===== src/hw/vec_pkg.sv =====
package vec_pkg;

    localparam int PHIT_W    = 64;
    localparam int NUM_LANES = 4;
    localparam int LANE_W    = PHIT_W / NUM_LANES;  // 16-bit integer lanes
    localparam int ADDR_W    = 6;                    // register file entry address
    localparam int VL_W      = 5;                    // holds 1..16
    localparam int INSTR_W   = 32;

    typedef enum logic [3:0] {
        OP_SETVL  = 4'h1,
        OP_SPLAT  = 4'h2,
        OP_SLOAD  = 4'h3,
        OP_MAC    = 4'h4,
        OP_SSTORE = 4'h5
    } opcode_e;

    typedef logic [NUM_LANES-1:0][LANE_W-1:0] phit_t;

    // register form: three entry addresses
    typedef struct packed {
        opcode_e                        op;
        logic [ADDR_W-1:0]              vd;
        logic [ADDR_W-1:0]              vs1;
        logic [ADDR_W-1:0]              vs2;
        logic [INSTR_W-4-3*ADDR_W-1:0]  rsvd;
    } instr_reg_t;

    // immediate form, used by splat and set vector length
    typedef struct packed {
        opcode_e                           op;
        logic [ADDR_W-1:0]                 vd;
        logic [LANE_W-1:0]                 imm;
        logic [INSTR_W-4-ADDR_W-LANE_W-1:0] rsvd;
    } instr_imm_t;

    typedef union packed {
        instr_reg_t r;
        instr_imm_t i;
    } instr_u;

    typedef struct packed {
        logic              valid;
        opcode_e           op;
        logic [ADDR_W-1:0] vd;
        logic [ADDR_W-1:0] vs1;
        logic [ADDR_W-1:0] vs2;
        logic [LANE_W-1:0] imm;
    } cmd_t;

    typedef struct packed {
        logic              valid;
        opcode_e           op;
        logic [ADDR_W-1:0] rd_vd;
        logic [ADDR_W-1:0] rd_vs1;
        logic [ADDR_W-1:0] rd_vs2;
        logic [ADDR_W-1:0] wr_addr;
    } rd_req_t;

    typedef struct packed {
        logic              valid;
        logic [ADDR_W-1:0] addr;
        phit_t             data;
    } wr_req_t;

endpackage

===== src/hw/addr_walker.sv =====
module addr_walker #(
    parameter int MAX_VL = 16
) (
    input  logic             clk,
    input  logic             i_arst_n,
    input  vec_pkg::cmd_t    i_cmd,
    input  logic             i_stream_valid,
    input  logic             i_drain_done,
    output vec_pkg::rd_req_t o_rd_req,
    output logic             o_busy
);

    logic                       set_vl;
    logic                       start;
    logic                       fire;
    logic                       last_issue;
    logic                       walk_q;
    logic                       busy_q;
    logic [vec_pkg::VL_W-1:0]   vl_q;
    logic [vec_pkg::VL_W-1:0]   vl_req;
    logic [vec_pkg::VL_W-1:0]   idx_q;    // entries issued
    logic [vec_pkg::VL_W-1:0]   ret_q;    // entries retired
    logic [vec_pkg::VL_W-1:0]   idx;
    logic [vec_pkg::ADDR_W-1:0] offs;
    vec_pkg::opcode_e           op_q;
    vec_pkg::opcode_e           op;
    logic [vec_pkg::ADDR_W-1:0] vd_q;
    logic [vec_pkg::ADDR_W-1:0] vs1_q;
    logic [vec_pkg::ADDR_W-1:0] vs2_q;
    logic [vec_pkg::ADDR_W-1:0] vd;
    logic [vec_pkg::ADDR_W-1:0] vs1;
    logic [vec_pkg::ADDR_W-1:0] vs2;

    assign set_vl = i_cmd.valid && (i_cmd.op == vec_pkg::OP_SETVL);
    assign start  = i_cmd.valid && !set_vl;

    // the first entry goes out straight from the command
    assign op   = start ? i_cmd.op  : op_q;
    assign vd   = start ? i_cmd.vd  : vd_q;
    assign vs1  = start ? i_cmd.vs1 : vs1_q;
    assign vs2  = start ? i_cmd.vs2 : vs2_q;
    assign idx  = start ? '0 : idx_q;
    assign offs = vec_pkg::ADDR_W'(idx);

    // stream loads step only on an incoming phit
    assign fire       = (start || walk_q) && (op != vec_pkg::OP_SLOAD || i_stream_valid);
    assign last_issue = (idx + 1'b1) == vl_q;

    always_comb begin
        vl_req = i_cmd.imm[vec_pkg::VL_W-1:0];
        if (vl_req == '0) begin
            vl_req = 1;
        end else if (int'(vl_req) > MAX_VL) begin
            vl_req = vec_pkg::VL_W'(MAX_VL);  // clamp to what the pipeline supports
        end
    end

    always_ff @(posedge clk or negedge i_arst_n) begin
        if (!i_arst_n) begin
            vl_q   <= 1;
            walk_q <= 1'b0;
            busy_q <= 1'b0;
            idx_q  <= '0;
            ret_q  <= '0;
        end else begin
            if (set_vl) begin
                vl_q <= vl_req;
            end
            if (start) begin
                busy_q <= 1'b1;
            end
            if (fire) begin
                idx_q  <= idx + 1'b1;
                walk_q <= !last_issue;
            end else if (start) begin
                idx_q  <= '0;
                walk_q <= 1'b1;  // waiting for the first phit
            end
            if (i_drain_done) begin
                if (ret_q + 1'b1 == vl_q) begin
                    busy_q <= 1'b0;
                    ret_q  <= '0;
                end else begin
                    ret_q <= ret_q + 1'b1;
                end
            end
        end
    end

    always_ff @(posedge clk) begin
        if (start) begin
            op_q  <= i_cmd.op;
            vd_q  <= i_cmd.vd;
            vs1_q <= i_cmd.vs1;
            vs2_q <= i_cmd.vs2;
        end
    end

    always_comb begin
        o_rd_req.valid   = fire;
        o_rd_req.op      = op;
        o_rd_req.rd_vd   = vd + offs;
        o_rd_req.rd_vs1  = vs1 + offs;
        o_rd_req.rd_vs2  = vs2 + offs;
        o_rd_req.wr_addr = vd + offs;
    end

    // held high from the command until the last entry retires
    assign o_busy = busy_q || start;

endmodule


===== config.mk =====
export PLATFORM = sky130hd
export DESIGN_NAME = addr_walker
export DESIGN_NICKNAME = d
export VERILOG_FILES = /design/src/hw/vec_pkg.sv /design/src/hw/addr_walker.sv
export SDC_FILE = /design/constraint.sdc
export NUM_CORES = 1
export LEC_CHECK = 0
export BUFFER_PORTS_ARGS = -buffer_cell sky130_fd_sc_hd__buf_2
export CAP_MARGIN = 20
export CELL_PAD_IN_SITES_DETAIL_PLACEMENT = 1
export CELL_PAD_IN_SITES_GLOBAL_PLACEMENT = 1
export CORE_AREA = 5 5 90 92
export CTS_CLUSTER_SIZE = 25
export DETAILED_ROUTE_END_ITERATION = 7
export DIE_AREA = 0 0 95 97
export MAX_ROUTING_LAYER = met4
export PLACE_DENSITY = 0.81
export SLEW_MARGIN = 0
export SYNTH_ARGS = -nofsm -noshare
export SYNTH_HDL_FRONTEND = slang
export SYNTH_SLANG_ARGS = --single-unit

===== constraint.sdc =====
create_clock -name clk -period 3.95 [get_ports clk]
set_input_delay 0.5925 -clock clk [delete_from_list [all_inputs] [get_ports clk]]
set_output_delay 0.5925 -clock clk [all_outputs]
set_load 0.01 [all_outputs]

# --- Word level (Yosys, flattened, before mapping) ---
# Index checks and enable logic that the tools add are counted.
op_classes:
  muxes: 14
  reduce_logical: 10
  addsub: 5
  n_eq_ne: 4
  order_cmp: 1
op_table:
  columns: ["operator", "n"]
  rows:
  - ["$mux 5", 5]
  - ["$add 6x5->6", 3]
  - ["$mux 6", 3]
  - ["$add 5x1->5 const B", 2]
  - ["$eq 5x5->1", 2]
  - ["$gt 5x5->1 const B", 1]
  - ["$logic_not 5->1", 1]
  - ["$mux 1", 5]
  - ["$eq 4x1->1 const B", 1]
  - ["$mux 4", 1]
  - ["$ne 4x2->1 const B", 1]
  - ["$logic_and 1x1->1", 3]
  - ["$logic_or 1x1->1", 3]
  - ["$logic_not 1->1", 2]
  - ["$reduce_bool 2->1", 1]
totals:
  reg_bits: 39
  word_cells: 43

# --- Longest topological paths before layout ---
# Gate-level depths: netlist of the first run.
logic_depth:
  ltp_word: 9
  mapped_depth: 14
  depth_no_buf: 10

# --- Worst setup path before layout of the first run ---
# No wires, ideal clock.
synth_path:
  kind: "input to output"
  start: "input i_cmd[37] in the netlist's numbering"
  end: "output o_rd_req[23] in the netlist's numbering"
  setup_slack_ps: 389
  path_stages: 13
  required_time_ps: 3357
  t_arrival_ps: 2968
  path_cell_list: "or4b_1 buf_6 nand2_2 buf_4 buf_2 nand2_1 nand2_1 ha_1 or2_2 a21oi_1 a21oi_1 xor2_1 buf_4"
synth_rtl:
  columns: ["item", "line", "rtl"]
  rows:
  - ["from (decl)", "addr_walker.sv:6", "input vec_pkg::cmd_t i_cmd,"]
  - ["to (decl)", "addr_walker.sv:9", "output vec_pkg::rd_req_t o_rd_req,"]

==> flow_metrics.env, run 1 <==
export IMPL_io_pins=73
export IMPL_grt_overflow=0
export IMPL_fp_dieW_um=95
export IMPL_drtPass1Iterations=4
export IMPL_regArea_um2=867
export IMPL_cp_cell_sequence="buf_2 -> or4b_1 -> nand2_2 -> buf_4 -> nand2_1 -> nand2_1 -> ha_1 -> nand3_1 -> a21oi_1 -> o21ai_1 -> a21oi_1 -> nor2b_1 -> buf_2"
export IMPL_initial_core_util_pct=37.1
export IMPL_p_leak_nw=1.51
export IMPL_crit_path_end_kind="output pin"
export IMPL_synth_seq_cells=39
export IMPL_viasPerCell=5.17
export IMPL_drc_errors=0
export IMPL_slew_headroom_pct=70.4
export IMPL_finClkSkew_ns=0.00867
export IMPL_status="finished clean"
export IMPL_ant_nets=0
export IMPL_numCtsBuffers=5
export IMPL_avgSynthCellArea_um2=8.24
export IMPL_ctsLongestPathBuffers=2
export IMPL_maxCapViolCount=0
export IMPL_routed_wl_um=7050
export IMPL_setup_viol=0
export IMPL_routedWlPerCell_um=14.8
export IMPL_grt_util_all_layers_pct=16.0
export IMPL_hold_class="in -> async"
export IMPL_grt_pass1_vias=2581
export IMPL_grt_pass1_wl_um=11700
export IMPL_drt_iter0_drc=75
export IMPL_whs_ns=0.204
export IMPL_synth_area_um2=2650
export IMPL_core_um2=7140
export IMPL_dr_wl_met3_um=267
export IMPL_finalSetupTns_ns=0
export IMPL_nets=435
export IMPL_h_tree_depth=2
export IMPL_wl_met1_um=3240
export IMPL_synth_warnings=0
export IMPL_antenna_found_initial=0
export IMPL_worstSetupPathType="in -> out"
export IMPL_gp_congestion=0.819
export IMPL_slowest_delay_ns=0.56
export IMPL_vdd_drop_max_mv=0.211
export IMPL_worst_pin_slew_ns=0.441
export IMPL_synth_cell_types=62
export IMPL_layout_common_cells="nand2_1, buf_2, dfxtp_1"
export IMPL_r2r_setup_slack_ns=2.22
export IMPL_synth_flop_cell="dfxtp_1"
export IMPL_vias=2464
export IMPL_synth_nets=379
export IMPL_cts_tree="done"
export IMPL_synth_edf_count=0
export IMPL_clk_pin_slew_ns=0.09
export IMPL_nFillCells=914
export IMPL_p_per_area_nw_per_um2=484
export IMPL_die_area_um2=9220
export IMPL_period_share_pct=93.5
export IMPL_clock_latency_ns=0.30
export IMPL_seq_area_frac_synth_pct=32.8
export IMPL_timing_fmax_ghz=0.271
export IMPL_die_h_um=97
export IMPL_n_antenna_cell=0
export IMPL_synth_top_family_by_area="simple AND/OR/NAND/NOR gates"
export IMPL_synth_compound_area_share_pct=15.8
export IMPL_synthMuxAreaShare_pct=3.59
export IMPL_syn_inst=321
export IMPL_multiInputGateArea_um2=1590
export IMPL_cts_sinks=39
export IMPL_finalPower_mw=1.50
export IMPL_cpMaxStageDelayCell="or4b_1"
export IMPL_area_growth_pct=17.2
export IMPL_io_buffers=61
export IMPL_highest_layer="met4"
export IMPL_cp_required_ns=3.36
export IMPL_hpwl_um=5520
export IMPL_wl_met2_um=3440
export IMPL_root_buffer="clkbuf_8"
export IMPL_cts_setup_buffers=0
export IMPL_grt_setup_unrepaired="no"
export IMPL_grt_start_max_net_pins=18
export IMPL_min_period_ns=3.69
export IMPL_hold_viol=0
export IMPL_mostFrequentLayoutCell="nand2_1"
export IMPL_postSynth_asyncResetShare_pct=43.6
export IMPL_synth_fa_ha_area_share_pct=7.75
export IMPL_cts_resized=0
export IMPL_synth_xor_area_share_pct=6.62
export IMPL_yosys_area_share_simple_pct=26.4
export IMPL_crit_fanout=17
export IMPL_drive_gt1_share_pct=24.3
export IMPL_arrival_ns=3.10
export IMPL_rows=31
export IMPL_slew_viol_final=0
export IMPL_cp_start_kind="input port"
export IMPL_post_cts_hold_buffer_count=0
## registers in the layout (all words and copies together), names as in the netlist
name	flops
vd_q	6
vs1_q	6
vs2_q	6
idx_q	5
ret_q	5
vl_q	5
op_q	4
busy_q	1
walk_q	1
## critical path, delay by kind of cell
family / cells / cell delay (ns)
AND/OR/NAND/NOR: 6 / 1.32
buffers and inverters: 3 / 0.55
AO/OA/AOI/OAI: 3 / 0.37
adder cells (fa/ha/maj): 1 / 0.25
## routing by layer
layer / vias up / GRT usage, %
li1: 1218 / -
met1: 1174 / 19.8
met2: 60 / 26.4
met3: 12 / 2.79
met4: 0 / 4.66
met5: - / -
## path summary, 6_finish.rpt
| kind | from | to | cells after the start |
|---|---|---|---|
| setup / recovery | i_cmd[37] | o_rd_req[21] | 13 |
| hold / removal | i_arst_n | vl_q[4] | 1 |
| setup reg to reg | op_q[3] | idx_q[2] | 5 |
| hold reg to reg | vd_q[3] | vd_q[3] | 2 |
| max in group asynchronous | i_arst_n | vl_q[0] | 1 |
| min in group clk | vd_q[3] | vd_q[3] | 2 |
## where the power goes
part | switching, mW | total (mW) | leakage [nW] | internal, mW
clock | 0.156 | 0.280 | 0.0412 | 0.124
sequential | 0.0971 | 0.567 | 0.385 | 0.470
combinational | 0.357 | 0.655 | 1.08 | 0.297
total | 0.610 | 1.50 | 1.51 | 0.891
## area by class of cell
cell class | instances | area share [%]
Sequential cell | 39 | 28.0
Clock inverter | 2 | 0.403
Multi-Input combinational cell | 244 | 51.4
Inverter | 18 | 2.18
Clock buffer | 6 | 2.34
Tap cell | 99 | 3.99
Timing Repair Buffer | 69 | 11.8
## cell usage after synthesis, types with 3 or more instances
cell,count,share of area [%]
o22ai_1,5,1.2
ha_1,14,6.6
mux2i_1,5,1.9
dfxtp_1,22,17
nand2b_1,6,1.4
o21ai_1,3,0.57
nand3b_1,3,0.85
nor2b_1,3,0.71
o21a_1,3,0.85
a21oi_1,8,1.5
o211ai_1,4,1.1
clkbuf_1,7,0.99
xnor2_1,13,4.3
nand3_1,8,1.5
and3_1,4,0.95
xor2_1,7,2.3
o21ai_0,11,2.1
nor3_1,9,1.7
nor2_1,16,2.3
and2_1,3,0.71
buf_4,9,2.6
inv_1,16,2.3
nand2_1,68,9.6
dfrtp_1,16,15
nor3b_1,5,1.4
a31oi_1,6,1.4
## logic make-up after synthesis
| group | Yosys count |
|---|---|
| mux | 9 |
| compound gates | 61 |
| simple gates | 138 |
| xor+xnor | 20 |
| fa+ha+maj | 16 |
| buf+inv | 38 |
| flops | 39 |
## through the flow
stage	instances	setup slack, ns	util (%)	cell area (um^2)
CTS	477	0.244	43.5	3100
finish	477	0.258	43.5	3100
global placement	469	0.298	42.3	3020
floorplan	321	0.389	-	2650
global route	477	0.0323	43.5	3100
detailed placement	469	0.256	42.3	3020
No activity file was read; power rests on OpenSTA's default activity.
==> run 2: changes to the inputs <==
--- a/config.mk
+++ b/config.mk
@@ -8,13 +8,13 @@
 export BUFFER_PORTS_ARGS = -buffer_cell sky130_fd_sc_hd__buf_2
 export CAP_MARGIN = 20
 export CELL_PAD_IN_SITES_DETAIL_PLACEMENT = 1
-export CELL_PAD_IN_SITES_GLOBAL_PLACEMENT = 1
-export CORE_AREA = 5 5 90 92
+export CELL_PAD_IN_SITES_GLOBAL_PLACEMENT = 2
+export CORE_AREA = 5 5 100 102
 export CTS_CLUSTER_SIZE = 25
 export DETAILED_ROUTE_END_ITERATION = 7
-export DIE_AREA = 0 0 95 97
+export DIE_AREA = 0 0 105 107
 export MAX_ROUTING_LAYER = met4
-export PLACE_DENSITY = 0.81
+export PLACE_DENSITY = 0.82
 export SLEW_MARGIN = 0
 export SYNTH_ARGS = -nofsm -noshare
 export SYNTH_HDL_FRONTEND = slang
==> run 2 against run 1 <==
Against the previous run:
- maximum frequency rose by 3.1%
- via count fell by 1.3%
- core utilization is 8.8 points lower
- sequential power about the same
- hold slack gained 0.017 ns
- critical path depth did not move
- worst setup slack better by 0.11 ns
==> flow_metrics.env, run 2 (same netlist as run 1, synthesis figures left out) <==
export IMPL_die_area_um2=11200
export IMPL_grt_util_met3_pct=2.23
export IMPL_io_buffers=61
export IMPL_hold_class="in -> async"
export IMPL_grtUsageMet1_pct=17.2
export IMPL_vdd_drop_max_mv=0.146
export IMPL_worst_pin_slew_ns=0.485
export IMPL_crit_fanout=19
export IMPL_finish_utilization_pct=34.7
export IMPL_period_share_pct=90.6
export IMPL_numCtsBuffers=5
export IMPL_ant_nets=0
export IMPL_grt_setup_unrepaired="no"
export IMPL_area_growth_pct=18.2
export IMPL_clk_pin_slew_ns=0.09
export IMPL_final_area_um2=3130
export IMPL_fp_dieW_um=105
export IMPL_status="finished clean"
export IMPL_core_um2=9020
export IMPL_drtPass1Iterations=4
export IMPL_grt_pass1_wl_um=12100
export IMPL_routed_wl_um=7170
export IMPL_drt_iter0_drc=66
export IMPL_mostFrequentLayoutCell="nand2_1"
export IMPL_drc_errors=0
export IMPL_hpwl_um=5690
export IMPL_cts_tree="done"
export IMPL_ctsLongestPathBuffers=2
export IMPL_cp_start_kind="input port"
export IMPL_slew_viol_final=0
export IMPL_viasPerCell=4.96
export IMPL_cts_sinks=39
export IMPL_routedWlPerCell_um=14.6
export IMPL_grt_pass1_vias=2503
export IMPL_min_period_ns=3.58
export IMPL_crit_path_end_kind="output pin"
export IMPL_nets=436
export IMPL_rows=35
export IMPL_grt_busiest_layer="met2"
export IMPL_clock_latency_ns=0.29
export IMPL_grt_overflow=0
export IMPL_n_antenna_cell=0
export IMPL_die_h_um=107
export IMPL_io_pins=73
export IMPL_drive_gt1_share_pct=24.8
export IMPL_grt_use_met2_pct=21.6
export IMPL_dpl_cell_area_um2=3040
export IMPL_grt_start_max_net_pins=20
export IMPL_post_cts_hold_buffer_count=0
export IMPL_finClkSkew_ns=0.00728
export IMPL_p_per_area_nw_per_um2=476
export IMPL_cts_setup_buffers=0
export IMPL_slew_headroom_pct=67.4
export IMPL_vias=2432
export IMPL_initial_core_util_pct=29.3
export IMPL_antenna_found_initial=0
export IMPL_setup_viol=0
export IMPL_hold_viol=0
export IMPL_maxCapViolCount=0
export IMPL_finalSetupTns_ns=0
export IMPL_cp_required_ns=3.36
export IMPL_root_buffer="clkbuf_8"
export IMPL_finalNonFillerCells=490
export IMPL_gp_congestion=0.785
export IMPL_p_leak_nw=1.52
export IMPL_worstSetupPathType="in -> out"
export IMPL_reg_top3="vd_q x6, vs1_q x6, vs2_q x6"
export IMPL_arrival_ns=2.99
export IMPL_layout_common_cells="nand2_1, buf_2, dfxtp_1"
export IMPL_nFillCells=1122
export IMPL_cts_resized=0
export IMPL_grt_util_all_layers_pct=13.3
export IMPL_dp_cells=482
export IMPL_h_tree_depth=2
export IMPL_timing_fmax_ghz=0.279
## run 2: cell count changes in the layout (fill, tap and decap cells not counted)
cell        change
nand2_2         -1
clkinv_2        +2
buf_4           +1
nand2_4         +1
clkinvlp_4      -1
clkbuf_1        -1
## run 2: critical path, cell delays in order
cell	delay, ns
buf_2	0.14
or4b_1	0.59
nand2_4	0.24
buf_4	0.22
nand2_1	0.06
nand2_1	0.12
ha_1	0.25
nand3_1	0.07
a21oi_1	0.05
o21ai_1	0.21
a21oi_1	0.12
xor2_1	0.16
buf_2	0.15
## run 2: cell type report
| cell class | instances | area (um^2) | share of cell area [%] |
|---|---|---|---|
| Multi-Input combinational cell | 244 | 1600 | 51.1 |
| Sequential cell | 39 | 867 | 27.7 |
| Timing Repair Buffer | 70 | 373 | 11.9 |
| Tap cell | 111 | 139 | 4.44 |
| Clock buffer | 5 | 68.8 | 2.20 |
| Inverter | 18 | 67.6 | 2.16 |
| Clock inverter | 3 | 15.0 | 0.480 |
## run 2: power by group
| part | switching [mW] | internal [mW] | total [mW] |
|---|---|---|---|
| Clock | 0.154 | 0.121 | 0.275 |
| Sequential | 0.0986 | 0.470 | 0.568 |
| Combinational | 0.349 | 0.297 | 0.646 |
| Total | 0.601 | 0.888 | 1.49 |
## run 2: routing by layer
metal / share of wire (%) / wire length [um] / up-vias
li1: - / - / 1213
met1: 47 / 3380 / 1169
met2: 48 / 3420 / 45
met3: 4.3 / 307 / 5
met4: 0.86 / 62 / 0
met5: 0 / 0 / -
## run 2: path summary, 6_finish.rpt
kind                            startpoint           to  slack (ns)  depth (start not counted)
worst max-delay path             i_cmd[37]  o_rd_req[5]        0.37                         13
worst min-delay path              i_arst_n     ret_q[0]        0.22                          1
worst max register to register    ret_q[0]     ret_q[4]        2.16                          6
worst min register to register     vd_q[4]      vd_q[4]        0.46                          2
max in group asynchronous         i_arst_n      vl_q[0]        3.40                          1
min in group clk                   vd_q[4]      vd_q[4]        0.46                          2
## run 2: per-stage QoR
| step | total power [mW] | hold slack, ns | setup WS (ns) |
|---|---|---|---|
| final | 1.49 | 0.222 | 0.371 |
| after global routing | 1.62 | 0.233 | 0.121 |
| after floorplan | 1.05 | 0.297 | 0.389 |
| after CTS | 1.51 | 0.225 | 0.233 |
| after detailed placement | 1.24 | 0.447 | 0.233 |
| after global placement | 1.21 | 0.431 | 0.272 |
==> run 3: changes to the inputs <==
--- a/config.mk
+++ b/config.mk
@@ -9,12 +9,12 @@
 export CAP_MARGIN = 20
 export CELL_PAD_IN_SITES_DETAIL_PLACEMENT = 1
 export CELL_PAD_IN_SITES_GLOBAL_PLACEMENT = 2
-export CORE_AREA = 5 5 100 102
+export CORE_AREA = 5 5 119 87
 export CTS_CLUSTER_SIZE = 25
 export DETAILED_ROUTE_END_ITERATION = 7
-export DIE_AREA = 0 0 105 107
+export DIE_AREA = 0 0 124 92
 export MAX_ROUTING_LAYER = met4
-export PLACE_DENSITY = 0.82
+export PLACE_DENSITY = 0.77
 export SLEW_MARGIN = 0
 export SYNTH_ARGS = -nofsm -noshare
 export SYNTH_HDL_FRONTEND = slang
==> run 3 against run 2 <==
Against the previous run:
- first-iteration DRC count is 3.0% lower
- via count fell by 0.90%
- critical endpoint is now o_rd_req[16]
- non-clock buffer count shrank 4
- count of clock-buffer cells in the layout up 3
- worst setup slack lost 0.059 ns
- maximum frequency decreased by 1.6%
- clock skew shrank 0.0039 ns
- hold slack better by 0.017 ns
- largest cell class unchanged
==> flow_metrics.env, run 3 (same netlist as run 1, synthesis figures left out) <==
export IMPL_status="finished clean"
export IMPL_drc_errors=0
export IMPL_min_period_ns=3.64
export IMPL_ctsLongestPathBuffers=2
export IMPL_viasPerCell=4.83
export IMPL_place_ws_ns=0.208
export IMPL_worst_pin_slew_ns=0.502
export IMPL_slew_viol_final=0
export IMPL_core_um2=8960
export IMPL_initial_core_util_pct=29.5
export IMPL_drt_iter0_drc=64
export IMPL_cp_start_kind="input port"
export IMPL_mostFrequentLayoutCell="nand2_1"
export IMPL_setup_slack_ns=0.312
export IMPL_routed_wl_um=7400
export IMPL_fp_dieW_um=124
export IMPL_r2r_setup_slack_ns=2.22
export IMPL_finalPower_mw=1.61
export IMPL_crit_fanout=16
export IMPL_clkPwrFrac_pct=24.2
export IMPL_drtPass1Iterations=4
export IMPL_root_buffer="clkbuf_16"
export IMPL_cp_cell_sequence="buf_2 -> or4b_1 -> nand2_4 -> and2_1 -> ha_1 -> inv_1 -> or4b_1 -> o311ai_1 -> buf_2"
export IMPL_grt_start_max_net_pins=21
export IMPL_setup_viol=0
export IMPL_cpMaxStageDelayCell="or4b_1"
export IMPL_grt_util_all_layers_pct=13.7
export IMPL_drive_gt1_share_pct=23.2
export IMPL_antenna_found_initial=0
export IMPL_arrival_ns=3.05
export IMPL_period_share_pct=92.1
export IMPL_grt_overflow=0
export IMPL_final_area_um2=3180
export IMPL_cts_tree="done"
export IMPL_slowest_delay_ns=0.59
export IMPL_p_comb_share_pct=40.4
export IMPL_finalSetupTns_ns=0
export IMPL_whs_ns=0.239
export IMPL_worstSetupPathType="in -> out"
export IMPL_crit_path_end_kind="output pin"
export IMPL_io_buffers=61
export IMPL_io_pins=73
export IMPL_reg2reg_to="idx_q[4]"
export IMPL_area_growth_pct=20.1
export IMPL_die_h_um=92
export IMPL_h_tree_depth=2
export IMPL_crit_family="simple AND/OR/NAND/NOR gates"
export IMPL_grt_pass1_vias=2444
export IMPL_numCtsBuffers=5
export IMPL_routedWlPerCell_um=14.8
export IMPL_cts_sinks=39
export IMPL_cp_required_ns=3.36
export IMPL_crit_buf_inv=3
export IMPL_ant_nets=0
export IMPL_switching_power_uw=612
export IMPL_timing_fmax_ghz=0.275
export IMPL_vdd_drop_max_mv=0.153
export IMPL_p_leak_nw=1.52
export IMPL_post_cts_hold_buffer_count=0
export IMPL_worstRegToRegCells=5
export IMPL_hold_class="in -> async"
export IMPL_clock_latency_ns=0.28
export IMPL_r2r_start="op_q[3]"
export IMPL_grt_setup_unrepaired="no"
export IMPL_p_int_uw=1000
export IMPL_grt_pass1_wl_um=12100
export IMPL_maxCapViolCount=0
export IMPL_die_area_um2=11400
export IMPL_seqPwrFrac_pct=35.4
export IMPL_gp_congestion=0.837
export IMPL_switching_share_pct=38.0
export IMPL_slew_headroom_pct=66.4
export IMPL_nFillCells=1111
export IMPL_dpl_cell_area_um2=3040
export IMPL_hold_viol=0
export IMPL_reg_top3="vd_q x6, vs1_q x6, vs2_q x6"
export IMPL_layout_common_cells="nand2_1, buf_2, dfxtp_1"
export IMPL_finClkSkew_ns=0.00335
export IMPL_hpwl_um=5830
export IMPL_nets=432
export IMPL_clk_pin_slew_ns=0.06
export IMPL_n_antenna_cell=0
export IMPL_p_per_area_nw_per_um2=507
export IMPL_rows=29
export IMPL_vias=2410
-- run 3: worst register-to-register path, delay by kind of cell (launching register included) --
kind	cells	cell delay, ns
flops	1	0.32
mux	1	0.34
simple gates	4	0.95
-- run 3: how the worst max path moves through the flow --
stage                   start      endpoint  depth (start not counted)
floorplan           i_cmd[37]  o_rd_req[23]                         13
global placement    i_cmd[37]   o_rd_req[5]                         13
detailed placement  i_cmd[37]  o_rd_req[16]                          9
CTS                 i_cmd[37]  o_rd_req[16]                          9
global route        i_cmd[37]  o_rd_req[23]                         13
finish              i_cmd[37]  o_rd_req[16]                          9
-- run 3: power by group through the flow --
stage | Clock (mW) | Sequential, mW | Combinational, mW
2_1_floorplan | 0 | 0.516 | 0.529
3_3_place_gp | 0 | 0.578 | 0.640
3_5_place_dp | 0 | 0.580 | 0.661
4_1_cts | 0.402 | 0.572 | 0.664
5_1_grt | 0.420 | 0.584 | 0.732
6_report | 0.390 | 0.571 | 0.651
-- run 3: timing repair --
item                                   CTS  global route
endpoints found under the hold margin    0             0
setup buffers                            0             0
setup endpoints to repair                0             2
gates resized for setup                  0             1
-- run 3: cell type report --
| type | instances | area (um^2) | share of cell area [%] |
|---|---|---|---|
| Clock buffer | 8 | 136 | 4.29 |
| Inverter | 18 | 67.6 | 2.13 |
| Sequential cell | 39 | 867 | 27.3 |
| Timing Repair Buffer | 66 | 355 | 11.2 |
| Multi-Input combinational cell | 244 | 1600 | 50.3 |
| Tap cell | 124 | 155 | 4.88 |
-- run 3: layer usage --
metal  vias up  share of wire [%]  track usage (%)  wire length, um
met2        44                 43             20.2             3200
li1       1207                  -                -                -
met5         -                  0                -                0
met3         8                4.2             3.26              314
met1      1151                 52             19.2             3830
met4         0               0.81             2.73               60
-- run 3: stage by stage --
step,util (%),std cells
6_report,35.5,499
4_1_cts,35.4,499
5_1_grt,35.5,499
3_5_place_dp,33.9,491
3_3_place_gp,33.9,491
2_1_floorplan,-,321
